`src/common/la_defines.svh`:
```
// logic analyzer capture path constants
// probe width, sample buffer geometry and capture window sizes
`ifndef LA_DEFINES_SVH
`define LA_DEFINES_SVH

// probe bus and sample width
`define LA_PROBE_W 8

// sample buffer depth in entries
`define LA_FIFO_DEPTH 16

// buffer address and usage width
`define LA_FIFO_AW 4

// samples kept in front of the trigger
`define LA_PRE_DEPTH 8

// samples stored after the trigger sample
`define LA_POST_DEPTH 6

// post counter width, must hold LA_POST_DEPTH - 1
`define LA_POST_CW 3

`endif

```
`src/common/la_pkg.sv`:
```
// logic analyzer shared types
// sample type, trigger modes and capture FSM states
`include "la_defines.svh"

package la_pkg;

    // one probe sample
    typedef logic [`LA_PROBE_W-1:0] sample_t;

    // trigger condition on the masked match state
    typedef enum logic [1:0] {
        TRIG_LEVEL  = 2'd0,
        TRIG_RISE   = 2'd1,
        TRIG_FALL   = 2'd2,
        TRIG_CHANGE = 2'd3
    } trig_mode_e;

    // capture controller states
    typedef enum logic [1:0] {
        LA_IDLE  = 2'd0,
        LA_ARMED = 2'd1,
        LA_POST  = 2'd2,
        LA_DONE  = 2'd3
    } la_state_e;

endpackage

```
`src/hw/la_fifo_v3.sv`:
```
// sample buffer FIFO
// circular buffer with read/write pointers and a status counter,
// optional fall-through, synchronous flush and usage count
`timescale 1ns/1ps
`include "la_defines.svh"

module la_fifo_v3
    import la_pkg::*;
#(
    // head follows data_i when empty and pushing
    parameter bit          FALL_THROUGH = 1'b0,
    // number of entries, must be at least 1
    parameter int unsigned DEPTH        = 8,
    parameter type         dtype        = sample_t
) (
    input  logic                   clk,
    input  logic                   rst_n,
    input  logic                   flush_i,
    output logic                   full_o,
    output logic                   empty_o,
    output logic [`LA_FIFO_AW-1:0] usage_o,
    input  dtype                   data_i,
    input  logic                   push_i,
    output dtype                   data_o,
    input  logic                   pop_i
);

    localparam int unsigned ADDR_DEPTH = (DEPTH > 1) ? $clog2(DEPTH) : 1;
    // last valid pointer value before wrap
    localparam logic [ADDR_DEPTH-1:0] LAST_PTR = ADDR_DEPTH'(DEPTH - 1);

    logic [ADDR_DEPTH-1:0] rd_ptr_q, rd_ptr_d;
    logic [ADDR_DEPTH-1:0] wr_ptr_q, wr_ptr_d;
    // one extra bit so a full buffer is distinct from empty
    logic [ADDR_DEPTH:0]   cnt_q, cnt_d;
    dtype                  mem_q [DEPTH];
    logic                  push_ok;
    logic                  pop_ok;

    // usage is the low part of the status count
    assign usage_o = `LA_FIFO_AW'(cnt_q);

    assign full_o  = (cnt_q == (ADDR_DEPTH+1)'(DEPTH));
    // in fall-through mode a push into an empty buffer is visible at once
    assign empty_o = (cnt_q == '0) & ~(FALL_THROUGH & push_i);

    assign push_ok = push_i & ~full_o;
    assign pop_ok  = pop_i & ~empty_o;

    always_comb begin
        rd_ptr_d = rd_ptr_q;
        wr_ptr_d = wr_ptr_q;
        cnt_d    = cnt_q;
        data_o   = mem_q[rd_ptr_q];

        if (push_ok) begin
            if (wr_ptr_q == LAST_PTR) begin
                wr_ptr_d = '0;
            end else begin
                wr_ptr_d = wr_ptr_q + 1'b1;
            end
            cnt_d = cnt_q + 1'b1;
        end

        if (pop_ok) begin
            if (rd_ptr_q == LAST_PTR) begin
                rd_ptr_d = '0;
            end else begin
                rd_ptr_d = rd_ptr_q + 1'b1;
            end
            cnt_d = cnt_q - 1'b1;
        end

        // simultaneous push and pop leaves the count alone
        if (push_ok && pop_ok) begin
            cnt_d = cnt_q;
        end

        // bypass path, sample goes straight through without being stored
        if (FALL_THROUGH && (cnt_q == '0) && push_i) begin
            data_o = data_i;
            if (pop_i) begin
                rd_ptr_d = rd_ptr_q;
                wr_ptr_d = wr_ptr_q;
                cnt_d    = cnt_q;
            end
        end
    end

    always_ff @(posedge clk) begin
        if (!rst_n) begin
            rd_ptr_q <= '0;
            wr_ptr_q <= '0;
            cnt_q    <= '0;
        end else if (flush_i) begin
            // flush wins over any push or pop in the same cycle
            rd_ptr_q <= '0;
            wr_ptr_q <= '0;
            cnt_q    <= '0;
        end else begin
            rd_ptr_q <= rd_ptr_d;
            wr_ptr_q <= wr_ptr_d;
            cnt_q    <= cnt_d;
        end
    end

    // storage array, written only on an accepted push
    always_ff @(posedge clk) begin
        if (push_ok) begin
            mem_q[wr_ptr_q] <= data_i;
        end
    end

endmodule

```
`src/hw/la_trigger_unit.sv`:
```
// trigger unit
// masked pattern match on the probe with level and edge modes
`timescale 1ns/1ps

module la_trigger_unit
    import la_pkg::*;
(
    input  logic       clk,
    input  logic       rst_n,
    input  sample_t    probe_i,
    input  sample_t    mask_i,
    input  sample_t    value_i,
    input  trig_mode_e mode_i,
    output logic       hit_o
);

    logic match;
    logic match_q;

    // only bits set in the mask take part in the compare
    assign match = (((probe_i ^ value_i) & mask_i) == '0);

    // previous match state, tracked every clock regardless of capture state
    always_ff @(posedge clk) begin
        if (!rst_n) begin
            match_q <= 1'b0;
        end else begin
            match_q <= match;
        end
    end

    // hit is combinational, valid in the cycle of the sample
    always_comb begin
        case (mode_i)
            TRIG_LEVEL:  hit_o = match;
            // match appears
            TRIG_RISE:   hit_o = match & ~match_q;
            // match goes away
            TRIG_FALL:   hit_o = ~match & match_q;
            TRIG_CHANGE: hit_o = match ^ match_q;
            default:     hit_o = 1'b0;
        endcase
    end

endmodule

```
`src/hw/la_capture_ctrl.sv`:
```
// capture controller
// four-state FSM that keeps a sliding pre-trigger window in the FIFO,
// counts post-trigger samples and gates host reads to DONE
`timescale 1ns/1ps
`include "la_defines.svh"

module la_capture_ctrl
    import la_pkg::*;
(
    input  logic                   clk,
    input  logic                   rst_n,
    input  logic                   arm_i,
    input  logic                   rd_i,
    input  logic                   hit_i,
    input  logic                   fifo_empty_i,
    input  logic                   fifo_full_i,
    input  logic [`LA_FIFO_AW-1:0] fifo_usage_i,
    output logic                   fifo_push_o,
    output logic                   fifo_pop_o,
    output logic                   fifo_flush_o,
    output logic                   armed_o,
    output logic                   done_o
);

    la_state_e              state_q, state_d;
    logic [`LA_POST_CW-1:0] post_cnt_q, post_cnt_d;
    logic                   window_full;
    logic                   post_last;

    // pre-trigger window holds its maximum number of samples
    assign window_full = (fifo_usage_i == `LA_FIFO_AW'(`LA_PRE_DEPTH));
    // this push completes the post-trigger samples
    assign post_last   = (post_cnt_q == `LA_POST_CW'(`LA_POST_DEPTH - 1));

    always_comb begin
        state_d      = state_q;
        post_cnt_d   = post_cnt_q;
        fifo_push_o  = 1'b0;
        fifo_pop_o   = 1'b0;
        fifo_flush_o = 1'b0;

        if (arm_i) begin
            // arm restarts from any state with an empty buffer
            fifo_flush_o = 1'b1;
            post_cnt_d   = '0;
            state_d      = LA_ARMED;
        end else begin
            case (state_q)
                LA_ARMED: begin
                    fifo_push_o = ~fifo_full_i;
                    if (hit_i) begin
                        // trigger sample stored without dropping the oldest
                        state_d = LA_POST;
                    end else if (window_full) begin
                        // slide window, drop oldest as the new one goes in
                        fifo_pop_o = 1'b1;
                    end
                end
                LA_POST: begin
                    fifo_push_o = ~fifo_full_i;
                    post_cnt_d  = post_cnt_q + 1'b1;
                    if (post_last) begin
                        state_d = LA_DONE;
                    end
                end
                LA_DONE: begin
                    // buffer frozen, host pops one entry per rd pulse
                    fifo_pop_o = rd_i & ~fifo_empty_i;
                end
                default: begin
                    // idle, wait for arm
                    state_d = LA_IDLE;
                end
            endcase
        end
    end

    always_ff @(posedge clk) begin
        if (!rst_n) begin
            state_q    <= LA_IDLE;
            post_cnt_q <= '0;
        end else begin
            state_q    <= state_d;
            post_cnt_q <= post_cnt_d;
        end
    end

    // capturing covers both the pre- and post-trigger phases
    assign armed_o = (state_q == LA_ARMED) || (state_q == LA_POST);
    assign done_o  = (state_q == LA_DONE);

endmodule

```
`src/hw/la_capture_top.sv`:
```
// logic analyzer capture path
// trigger unit, sample buffer and capture controller
`timescale 1ns/1ps
`include "la_defines.svh"

module la_capture_top
    import la_pkg::*;
(
    input  logic                   clk,
    input  logic                   rst_n,
    input  sample_t                probe_i,
    input  sample_t                mask_i,
    input  sample_t                value_i,
    input  trig_mode_e             mode_i,
    input  logic                   arm_i,
    input  logic                   rd_i,
    output logic                   armed_o,
    output logic                   done_o,
    output logic                   rd_empty_o,
    output sample_t                rd_data_o,
    output logic [`LA_FIFO_AW-1:0] rd_count_o
);

    logic trig_hit;
    logic fifo_push;
    logic fifo_pop;
    logic fifo_flush;
    logic fifo_full;

    la_trigger_unit u_trigger (
        .clk     (clk),
        .rst_n   (rst_n),
        .probe_i (probe_i),
        .mask_i  (mask_i),
        .value_i (value_i),
        .mode_i  (mode_i),
        .hit_o   (trig_hit)
    );

    // registered head, the probe feeds the buffer directly
    la_fifo_v3 #(
        .FALL_THROUGH (1'b0),
        .DEPTH        (`LA_FIFO_DEPTH),
        .dtype        (sample_t)
    ) u_fifo (
        .clk     (clk),
        .rst_n   (rst_n),
        .flush_i (fifo_flush),
        .full_o  (fifo_full),
        .empty_o (rd_empty_o),
        .usage_o (rd_count_o),
        .data_i  (probe_i),
        .push_i  (fifo_push),
        .data_o  (rd_data_o),
        .pop_i   (fifo_pop)
    );

    la_capture_ctrl u_ctrl (
        .clk          (clk),
        .rst_n        (rst_n),
        .arm_i        (arm_i),
        .rd_i         (rd_i),
        .hit_i        (trig_hit),
        .fifo_empty_i (rd_empty_o),
        .fifo_full_i  (fifo_full),
        .fifo_usage_i (rd_count_o),
        .fifo_push_o  (fifo_push),
        .fifo_pop_o   (fifo_pop),
        .fifo_flush_o (fifo_flush),
        .armed_o      (armed_o),
        .done_o       (done_o)
    );

endmodule

```
`config.mk`:
```
export PLATFORM = sky130hd
export DESIGN_NAME = la_capture_top
export DESIGN_NICKNAME = d
export VERILOG_FILES = /design/src/common/la_pkg.sv /design/src/hw/la_fifo_v3.sv /design/src/hw/la_trigger_unit.sv /design/src/hw/la_capture_ctrl.sv /design/src/hw/la_capture_top.sv
export VERILOG_INCLUDE_DIRS = /design/src /design/src/common
export SDC_FILE = /design/constraint.sdc
export NUM_CORES = 1
export LEC_CHECK = 0
export BUFFER_PORTS_ARGS = -buffer_cell sky130_fd_sc_hd__buf_4
export CAP_MARGIN = 20
export CELL_PAD_IN_SITES_DETAIL_PLACEMENT = 1
export CELL_PAD_IN_SITES_GLOBAL_PLACEMENT = 1
export CORE_ASPECT_RATIO = 1.2
export CORE_MARGIN = 5
export CORE_UTILIZATION = 31
export DETAILED_ROUTE_END_ITERATION = 8
export PLACE_DENSITY_LB_ADDON = 0.1
export SETUP_SLACK_MARGIN = 0.15
export SYNTH_ARGS = -nofsm -noshare
export SYNTH_HDL_FRONTEND = slang
export SYNTH_SLANG_ARGS = --single-unit
```
`constraint.sdc`:
```
create_clock -name clk -period 5.6 [get_ports clk]
set_input_delay 0.56 -clock clk [delete_from_list [all_inputs] [get_ports clk]]
set_output_delay 0.56 -clock clk [all_outputs]
set_load 0.03 [all_outputs]
```
Word level (Yosys, flattened, before mapping)
Memory sizes are Yosys's and may differ from the RTL's. A register that Yosys moved wholly into a read port is not among the register bits.
Index checks and enable logic that the tools add are counted.
{"block": "word_totals", "ramBits": 128, "n_memories": 1, "regBits": 19, "out_inout_bits": 15, "latchBits": 0, "mem_bits_ro": 0, "wordCells": 76}
{"name": "u_fifo.mem_q", "depth": 16, "width": 8, "read_ports": 1, "rd_ports_with_merged_regs": 1, "write_ports": 1, "line": "la_fifo_v3.sv:36", "rtl": "dtype mem_q [DEPTH];"}
{"block": "classes", "n_div": 0, "n_mul": 0, "addsub": 5, "n_eq_ne": 16, "magnitude_cmp": 0, "n_reduce_logical": 12, "bitwise": 15, "shifts": 0, "muxes": 20}
{"cell": "$mux 4", "n": 4}
{"cell": "$eq 4x4->1 const B", "n": 3}
{"cell": "$mux 5", "n": 2}
{"cell": "$mux 1", "n": 9}
{"cell": "$add 4x1->4 const B", "n": 2}
{"cell": "$and 8x8->8", "n": 1}
{"cell": "$eq 2x2->1 const B", "n": 4}
{"cell": "$logic_not 8->1", "n": 1}
{"cell": "$xor 8x8->8", "n": 1}
{"cell": "$not 1->1", "n": 7}
{"cell": "$pmux 2 s3", "n": 1}
{"cell": "$reduce_and 3->1", "n": 2}
{"cell": "$reduce_or 2->1", "n": 3}
{"cell": "$add 5x1->5 const B", "n": 1}
{"cell": "$and 1x1->1", "n": 5}
{"cell": "$eq 5x5->1 const B", "n": 1}
{"cell": "$logic_not 5->1", "n": 1}
{"cell": "$sub 5x1->5 const B", "n": 1}
{"cell": "$eq 2x1->1 const B", "n": 2}
{"cell": "$mux 2", "n": 2}
{"cell": "$ne 2x2->1 const B", "n": 2}
{"cell": "$pmux 1 s4", "n": 1}
{"cell": "$add 3x1->3 const B", "n": 1}
{"cell": "$eq 3x3->1 const B", "n": 1}
{"cell": "10 further kinds", "n": 10}

Longest topological paths before layout
Gate-level depths: netlist (run 1).
{"block": "depth", "ltp_word": 13, "ltp_mapped": 17}

By module
From an unflattened synthesis (run 1), not the netlist that was laid out.
{"block": "hier_totals", "hier_cells": 381, "hier_area_um2": 6531.3}
{"mod": "la_fifo_v3", "seq_area_each_um2": 4184.0, "area_each_um2": 6004.5, "cells_per_inst": 323, "instances": 1}
{"mod": "la_capture_ctrl", "seq_area_each_um2": 100.1, "area_each_um2": 329.1, "cells_per_inst": 37, "instances": 1}
{"mod": "la_trigger_unit", "seq_area_each_um2": 20.0, "area_each_um2": 197.7, "cells_per_inst": 21, "instances": 1}

Worst setup path before layout (run 1)
OpenSTA, ideal clock, no wires.
{"block": "synth_path", "kind": "input-to-reg", "startpoint": "in value_i[7]", "endpoint": "reg u_fifo.cnt_q[4]", "t_arrival_ps": 3671, "slack_ps": 1850, "required_time_ps": 5521, "n_path_buf": 0, "stages": 17, "setup_ps": 79, "path_cell_list": "xor2_1 -> a22oi_1 -> nand4_1 -> inv_1 -> ha_1 -> or2b_2 -> a21boi_0 -> o31ai_1 -> a21oi_2 -> inv_2 -> ha_1 -> nor2b_1 -> o21ai_0 -> nand2b_1 -> nor3_1 -> mux2i_1 -> o211ai_1"}
{"block": "synth_between", "elab_chain_len": 13}
{"element": "from (decl)", "line": "la_capture_top.sv:13", "rtl": "input sample_t value_i,"}
{"element": "$xor 8x8->8 *", "line": "la_trigger_unit.sv:21", "rtl": "assign match = (((probe_i ^ value_i) & mask_i) == '0);"}
{"element": "$and 8x8->8 *", "line": "la_trigger_unit.sv:21"}
{"element": "$logic_not 8->1 *", "line": "la_trigger_unit.sv:21"}
{"element": "named net u_trigger.match", "line": "la_trigger_unit.sv:17", "rtl": "logic match;"}
{"element": "$not 1->1", "line": "la_trigger_unit.sv:39", "rtl": "TRIG_FALL: hit_o = ~match & match_q;"}
{"element": "$and 1x1->1", "line": "la_trigger_unit.sv:39"}
{"element": "$pmux 1 s4 *", "line": "la_trigger_unit.sv:34", "rtl": "case (mode_i)"}
{"element": "$mux 1 *", "line": "la_capture_ctrl.sv:51", "rtl": "if (hit_i) begin"}
{"element": "$pmux 1 s2 *", "line": "la_capture_ctrl.sv:48", "rtl": "case (state_q)"}
{"element": "$mux 1 *", "line": "la_capture_ctrl.sv:42", "rtl": "if (arm_i) begin"}
{"element": "$and 1x1->1 *", "line": "la_fifo_v3.sv:48", "rtl": "assign pop_ok = pop_i & ~empty_o;"}
{"element": "named net u_fifo.pop_ok", "line": "la_fifo_v3.sv:38", "rtl": "logic pop_ok;"}
{"element": "$logic_and 1x1->1", "line": "la_fifo_v3.sv:75", "rtl": "if (push_ok && pop_ok) begin"}
{"element": "$not 1->1 (no line)"}
{"element": "$reduce_and 2->1 (no line)"}
{"element": "to (signal assigned)", "line": "la_fifo_v3.sv:103", "rtl": "cnt_q <= cnt_d;"}
{"element": "to (decl)", "line": "la_fifo_v3.sv:35", "rtl": "logic [ADDR_DEPTH:0] cnt_q, cnt_d;"}
The timed path passes the listed nets; every way through them passes the cells marked *.
A chain may end at the register's enable or synchronous reset.

Final worst setup path (run 1)
{"block": "layout_path", "startpoint": "in probe_i[1]", "endpoint": "reg u_fifo.cnt_q[4]"}
{"block": "layout_between", "elab_chain_len": 13}
{"element": "from (decl)", "line": "la_capture_top.sv:11", "rtl": "input sample_t probe_i,"}
{"element": "$xor 8x8->8 *", "line": "la_trigger_unit.sv:21"}
{"element": "$and 8x8->8 *", "line": "la_trigger_unit.sv:21"}
{"element": "$logic_not 8->1 *", "line": "la_trigger_unit.sv:21"}
{"element": "named net u_trigger.match", "line": "la_trigger_unit.sv:17"}
{"element": "$not 1->1", "line": "la_trigger_unit.sv:39"}
{"element": "$and 1x1->1", "line": "la_trigger_unit.sv:39"}
{"element": "$pmux 1 s4 *", "line": "la_trigger_unit.sv:34"}
{"element": "$mux 1 *", "line": "la_capture_ctrl.sv:51"}
{"element": "$pmux 1 s2 *", "line": "la_capture_ctrl.sv:48"}
{"element": "$mux 1 *", "line": "la_capture_ctrl.sv:42"}
{"element": "$and 1x1->1 *", "line": "la_fifo_v3.sv:48"}
{"element": "named net u_fifo.pop_ok", "line": "la_fifo_v3.sv:38"}
{"element": "$logic_and 1x1->1", "line": "la_fifo_v3.sv:75"}
{"element": "$not 1->1 (no line)"}
{"element": "$reduce_and 2->1 (no line)"}
Marked as above.

==> impl_metrics.csv, run 1 <==
group,metric,value,unit
setup_path,reg2regPathDepth,14,
cts,clk_latency,0.42,ns
cts,htree_levels,4,
logic_synthesis,netlist_instances,370,
placement,hpwlAfterDp,10500,um
grt,grt_pass1_wl,24000,um
logic_synthesis,yosysTopAreaCellShare,59.9,%
logic_synthesis,yosys.area_share.adder,3.24,%
cells_and_area,fin_util,37.6,%
grt,grtUsageTotal,14.1,%
die,die_w,141,um
route,ant_nets,0,
logic_synthesis,synth-compound-area-share,5.44,%
route,wl_per_cell,22.9,um
setup_path,reg2reg_to,"u_fifo.cnt_q[4]$_SDFFE_PP0P_",
cells_and_area,areaGrowthSynthToFinish,19.1,%
cts,numCtsBuffers,17,
logic_synthesis,ys_warn_count,0,
setup_path,cp-startpoint,"probe_i[1]",
route,viasPerCell,4.92,
sta,fin_worst_skew,0.00558,ns
logic_synthesis,synth-edff-count,128,
route,drt-initial-drc-count,150,
pwr,power_frac_clock,47.5,%
logic_synthesis,synth_top_family_by_area,"multiplexers",
cts,post_cts_resized,0,
logic_synthesis,syn_avg_cell_area,17.3,um2
setup_path,rrSetupSlack,2.29,ns
grt,grt_max_degree,33,
die,die_h,168,um
route,detail_route.wirelength,16000,um
sta,max_freq,237,MHz
logic_synthesis,muxShareOfSynthArea,14.5,%
status,status,"finished, final reports clean",
sta,slew_headroom,41.6,%
logic_synthesis,synthSimpleGateAreaFrac,6.06,%
cts,cts_tree,"built",
setup_path,arrival,4.57,ns
pwr,p_per_area,331,mW/mm2
route,drc_errors,0,
logic_synthesis,synth_cell_types,48,
cells_and_area,n_antenna_cell,0,
cts,cts_hold_buf,0,
worst_hold_path,hp-class,"in2reg",
setup_path,r2r_start,"u_trigger.match_q$_SDFF_PN0_",
logic_synthesis,ys_seq_area_share,67.1,%
sta,rsz0062_at_grt,"no",
sta,period_share,75.4,%
sta,hold_slack,0.374,ns
sta,slew_viol_final,0,
sta,hold_viol,0,
setup_path,critPathRequiredTime,5.95,ns
route,firstDrtPassIters,4,
logic_synthesis,synth_area,0.00642,mm2
cells_and_area,layout_commonest_cell,"edfxtp_1",
sta,fin_crit,4.22,ns
logic_synthesis,ys_top_cells_by_area,"edfxtp_1 (60%), mux4_2 (14%), dfxtp_1 (7.2%), ha_1 (2.9%), xor2_1 (1.4%)",
logic_synthesis,yosys_most_used_dff,"edfxtp_1",
logic_synthesis,synth_async_sr_flop_share,0,%
pwr,ir_worst_vdd,192,uV
placement,dp.cells,667,
die,rows,57,
setup_path,criticalPathCategory,"in2reg",
worst_hold_path,hold-path-cell-count,2,
pwr,internal_power,1.98,mW
pwr,total_power,2.53,mW
cells_and_area,mostFrequentLayoutCells,"edfxtp_1 (128), buf_4 (46), mux4_2 (40)",
cells_and_area,drive_gt1_share,30.4,%
logic_synthesis,syn_nets,416,
job,max_cap_viol_count,0,
sta,finalSetupViolCount,0,
cts,clockBufferDepth,2,
placement,gp_congestion,0.769,
cells_and_area,stdcell_count,699,
setup_path,crit_fanout,17,
pwr,switching_share,21.9,%
pwr,power_frac_seq,48.5,%
sta,worst_slew_pin_slew,0.876,ns
die,start_util,31.6,%
logic_synthesis,synth-xor-area-share,1.77,%
logic_synthesis,ys_seq_elements,151,
logic_synthesis,synth_top_area_cell,"edfxtp_1",
cts,clkTransAtPathRegs,0.06,ns
grt,antenna_found_initial,0,
die,pin_count,45,
pwr,combPwrFrac,4.1,%
cts,cts.sinks,151,
setup_path,startpoint_type,"input port",
setup_path,cp-end-kind,"register",
placement,io_buffers,44,
pwr,p_leak,2.51,nW
die,dieArea,0.0237,mm2
die,core,0.0203,mm2
sta,tns,0,ns
cts,clockRootBuffer,"clkbuf_16",
route,vias,3436,
grt,grt.overflow.total,0,
grt,grt_pass1_vias,3749,
cells_and_area,nNetsFinal,467,
pwr,switchingPower,0.553,mW
cts,cts_setup_buffers,0,
setup_path,crit_path_end,"u_fifo.cnt_q[4]$_SDFFE_PP0P_",
==> cell type report <==
type	count	area, um2
clock buffer	18	429
clock inverter	14	190
fill	2058	12700
inverter	14	52.6
multi-input combinational	191	1990
sequential	151	4310
tap	265	332
timing repair buffer	46	345
==> cells by family (layout without fill, tap and decap cells) <==
| kind of cell | after synthesis | count (layout) |
|---|---|---|
| multiplexers | 43 | 43 |
| buffers and inverters | 28 | 92 |
| flip-flops | 151 | 151 |
| XOR/XNOR | 13 | 13 |
| AND/OR/NAND/NOR | 71 | 71 |
| adder cells (fa/ha/maj) | 16 | 16 |
| AO/OA/AOI/OAI | 48 | 48 |
==> through the flow <==
stage                     cell area, um2  setup WS [ns]
after floorplan                     6420           1.85
after global placement              7030           1.08
after detailed placement            7030          0.875
after CTS                           7640           1.33
after global routing                7640           1.00
final                               7640           1.38
==> registers in the layout (all words and copies together) (netlist names), named ones only <==
register,cells
u_fifo.mem_q,128
u_ctrl.state_q,2
u_fifo.cnt_q,5
u_trigger.match_q,1
u_ctrl.post_cnt_q,3
u_fifo.rd_ptr_q,4
u_fifo.wr_ptr_q,4
==> layer usage <==
layer  global-route usage [%]  routed length (um)  vias to the layer above
met5                        0                   0                        -
met1                     17.6                6900                     1780
li1                         -                   -                     1584
met3                     2.57                 362                       18
met4                     4.68                 242                        0
met2                     24.7                8520                       54
==> Yosys cell counts, types with 3 or more instances <==
cell and count:
nor2_1 11, and2_1 13, xor2_1 10, mux2i_1 3, buf_2 3, o21ai_0 10, dfxtp_1 23, edfxtp_1 128
buf_4 4, a21oi_1 11, mux4_2 40, a22oi_1 4, and3_1 5, inv_1 13, ha_1 15, o2111ai_1 3
xnor2_1 3, nand2_1 14, nand3_1 9, clkbuf_1 5, or3_1 3, a211oi_1 3, nor3_1 4
==> power groups by stage <==
stage | Sequential (mW) | Combinational, mW | Clock, mW
finish | 1.23 | 0.103 | 1.20
global route | 1.23 | 0.113 | 1.28
CTS | 1.23 | 0.106 | 1.22
detailed placement | 1.25 | 0.106 | 0
global placement | 1.25 | 0.103 | 0
floorplan | 1.25 | 0.0510 | 0
==> critical path, cell delays in order <==
cell      delay [ns]
buf_4           0.17
xor2_1          0.15
a22oi_1         0.25
nand4_1         0.30
inv_1           0.29
ha_1            0.27
or2b_2          0.28
a21boi_0        0.52
nor3_1          0.16
a21oi_2         0.36
inv_2           0.14
ha_1            0.34
nor2b_1         0.14
o21ai_0         0.15
nand2b_1        0.13
nor3_1          0.15
mux2i_1         0.10
o211ai_1        0.09
==> worst min-delay path by stage <==
| stage | start | endpoint |
|---|---|---|
| 4_1_cts | rst_n | u_trigger.match_q$_SDFF_PN0_ |
| 2_1_floorplan | u_ctrl.state_q[1]$_SDFFE_PP0P_ | u_ctrl.state_q[1]$_SDFFE_PP0P_ |
| 6_report | rst_n | u_trigger.match_q$_SDFF_PN0_ |
| 5_1_grt | rst_n | u_trigger.match_q$_SDFF_PN0_ |
| 3_5_place_dp | u_ctrl.state_q[0]$_SDFFE_PN0P_ | u_ctrl.state_q[0]$_SDFFE_PN0P_ |
| 3_3_place_gp | u_ctrl.post_cnt_q[1]$_SDFFE_PP0P_ | u_ctrl.post_cnt_q[1]$_SDFFE_PP0P_ |
Power figures use the tool's default switching activity.
==> run 2, diff against run 1 <==
- clock period: 5.6 -> 3.38 ns (I/O delays scaled with it)
==> run 2 against run 1 <==
Against the previous run:
- utilization rose by 0.57 points
- register-to-register slack got worse by 1.8 ns
- clock power grew 58%
- highest routed layer unchanged
- die area is the same
- setup slack got worse by 0.88 ns
==> impl_metrics.csv, run 2 (synthesized netlist as in run 1, its figures left out) <==
group,metric,value,unit
status,status,"finished, final reports clean",
cts,cts_setup_buffers,0,
pwr,switchingPower,0.841,mW
cells_and_area,areaGrowthSynthToFinish,20.9,%
grt,grt_max_degree,33,
cells_and_area,nNetsFinal,480,
sta,slew_viol_final,0,
sta,max_freq,347,MHz
cells_and_area,layout.area.seq,0.00431,mm2
setup_path,reg2regPathDepth,12,
route,drc_errors,0,
sta,worst_slew_pin_slew,0.761,ns
grt,grtUsageTotal,13.8,%
placement,io_buffers,44,
pwr,p_leak,2.57,nW
cells_and_area,n_fill_cell,2045,
route,vias,3527,
die,rows,57,
cts,numCtsBuffers,17,
cells_and_area,drive_gt1_share,33.0,%
setup_path,reg2reg_to,"u_fifo.cnt_q[4]$_SDFFE_PP0P_",
die,core,0.0203,mm2
die,pin_count,45,
setup_path,crit_fanout,17,
sta,rsz0062_at_grt,"no",
setup_path,rrSetupSlack,0.50,ns
cts,clk_latency,0.41,ns
pwr,ir_worst_vdd,354,uV
worst_hold_path,hold_path_end,"u_fifo.mem_q[10][6]$_DFFE_PP_",
route,wl_per_cell,22.0,um
placement,hpwlAfterDp,10500,um
cells_and_area,top_register,"u_fifo.mem_q",
route,firstDrtPassIters,4,
cells_and_area,multiInputGateArea,0.00203,mm2
pwr,internal_power,3.26,mW
route,drt-initial-drc-count,150,
cts,htree_levels,4,
sta,fin_worst_skew,0.00702,ns
cells_and_area,mostFrequentLayoutCells,"edfxtp_1 (128), buf_4 (58), mux4_2 (40)",
cts,cts.sinks,151,
worst_hold_path,hp-class,"in2reg",
pwr,power_frac_clock,46.0,%
pwr,power_frac_seq,49.5,%
cells_and_area,largest_reg_flops,128,
setup_path,cp-end-kind,"register",
sta,hold_viol,0,
sta,fin_crit,2.88,ns
cells_and_area,reg_top3,"u_fifo.mem_q: 128 flops, u_fifo.cnt_q: 5 flops",
cts,clockBufferDepth,2,
die,start_util,31.6,%
grt,antenna_found_initial,0,
sta,slew_headroom,49.2,%
cts,clockRootBuffer,"clkbuf_16",
cells_and_area,n_antenna_cell,0,
cts,clkTransAtPathRegs,0.06,ns
cts,cts_tree,"built",
route,viasPerCell,4.96,
pwr,switching_share,20.5,%
sta,finalSetupViolCount,0,
sta,tns,0,ns
setup_path,criticalPathCategory,"in2reg",
die,die_w,141,um
setup_path,critPathRequiredTime,3.72,ns
setup_path,startpoint_type,"input port",
cts,post_cts_resized,0,
sta,period_share,85.3,%
worst_hold_path,hold_path_startpoint,"probe_i[6]",
cells_and_area,layout_commonest_cell,"edfxtp_1",
grt,grt.overflow.total,0,
grt,grt_pass1_vias,3855,
setup_path,r2r_start,"u_fifo.cnt_q[0]$_SDFFE_PP0P_",
die,dieArea,0.0237,mm2
pwr,p_per_area,529,mW/mm2
placement,place_ws,0.0172,ns
pwr,combPwrFrac,4.5,%
sta,fin_ws,0.495,ns
worst_hold_path,hold-path-cell-count,1,
setup_path,arrival,3.22,ns
route,detail_route.wirelength,15600,um
grt,grt_pass1_wl,23800,um
route,ant_nets,0,
job,max_cap_viol_count,0,
cts,cts_hold_buf,0,
placement,gp_congestion,0.695,
die,die_h,168,um
run 2: cell types whose count changed in the layout (fill, tap and decap cells not counted), sizes merged:
cell / previous run / this run
buf: 46 / 59
clkinv: 2 / 3
clkinvlp: 3 / 2
inv: 20 / 17
clkbuf: 18 / 20
run 2: worst max-delay path by stage:
stage / start / endpoint / slack, ns / cells past startpoint
floorplan: value_i[6] / u_fifo.cnt_q[3]$_SDFFE_PP0P_ / 0.17 / 16
global placement: probe_i[4] / u_fifo.cnt_q[4]$_SDFFE_PP0P_ / 0.06 / 18
detailed placement: probe_i[4] / u_fifo.cnt_q[4]$_SDFFE_PP0P_ / 0.02 / 17
CTS: probe_i[4] / u_fifo.cnt_q[4]$_SDFFE_PP0P_ / 0.45 / 17
global route: probe_i[4] / u_fifo.cnt_q[4]$_SDFFE_PP0P_ / 0.16 / 18
finish: probe_i[4] / u_fifo.cnt_q[4]$_SDFFE_PP0P_ / 0.50 / 18
run 2: routing by layer:
metal	GRT usage (%)	share of wire (%)	vias to the layer above
li1	-	-	1608
met1	16.7	43	1852
met2	24.2	53	49
met3	3.31	2.9	18
met4	4.30	1.6	0
met5	0	0	-
run 2: worst max-delay path, stage by stage:
cell and delay (ns):
buf_4 0.17, xor2_1 0.15, a22oi_1 0.18, nand4_1 0.22, inv_2 0.11, ha_1 0.23
or2b_4 0.26, a21boi_4 0.19, o31ai_2 0.10, a21oi_2 0.17, buf_4 0.18, fa_1 0.22
nor2b_1 0.06, o21ai_0 0.15, nand2b_1 0.14, nor3_1 0.16, mux2i_1 0.10, o211ai_1 0.09
run 2: final cells by class:
type,instances,share of cell area (%)
clock buffers,20,5.63
clock inverters,11,1.92
inverters,14,0.677
multi-input cells,191,26.2
flip-flops and latches,151,55.5
well taps,265,4.27
repair buffers,59,5.87
run 2: metrics by stage:
stage | cells | hold slack [ns] | utilization (%) | instance area, um2 | power [mW]
after floorplan | 370 | 0.437 | - | 6460 | 2.16
after global placement | 680 | 0.480 | 35.3 | 7180 | 2.26
after detailed placement | 680 | 0.506 | 35.3 | 7180 | 2.26
after CTS | 711 | 0.129 | 38.2 | 7760 | 4.16
after global routing | 711 | 0.129 | 38.2 | 7760 | 4.26
final | 711 | 0.153 | 38.2 | 7760 | 4.11
run 2: power by group through the flow:
stage	Clock [mW]	Sequential, mW	Combinational [mW]
after global routing	2.02	2.03	0.205
final	1.89	2.03	0.185
after detailed placement	0	2.07	0.190
after CTS	1.94	2.03	0.191
after floorplan	0	2.07	0.0878
after global placement	0	2.07	0.185
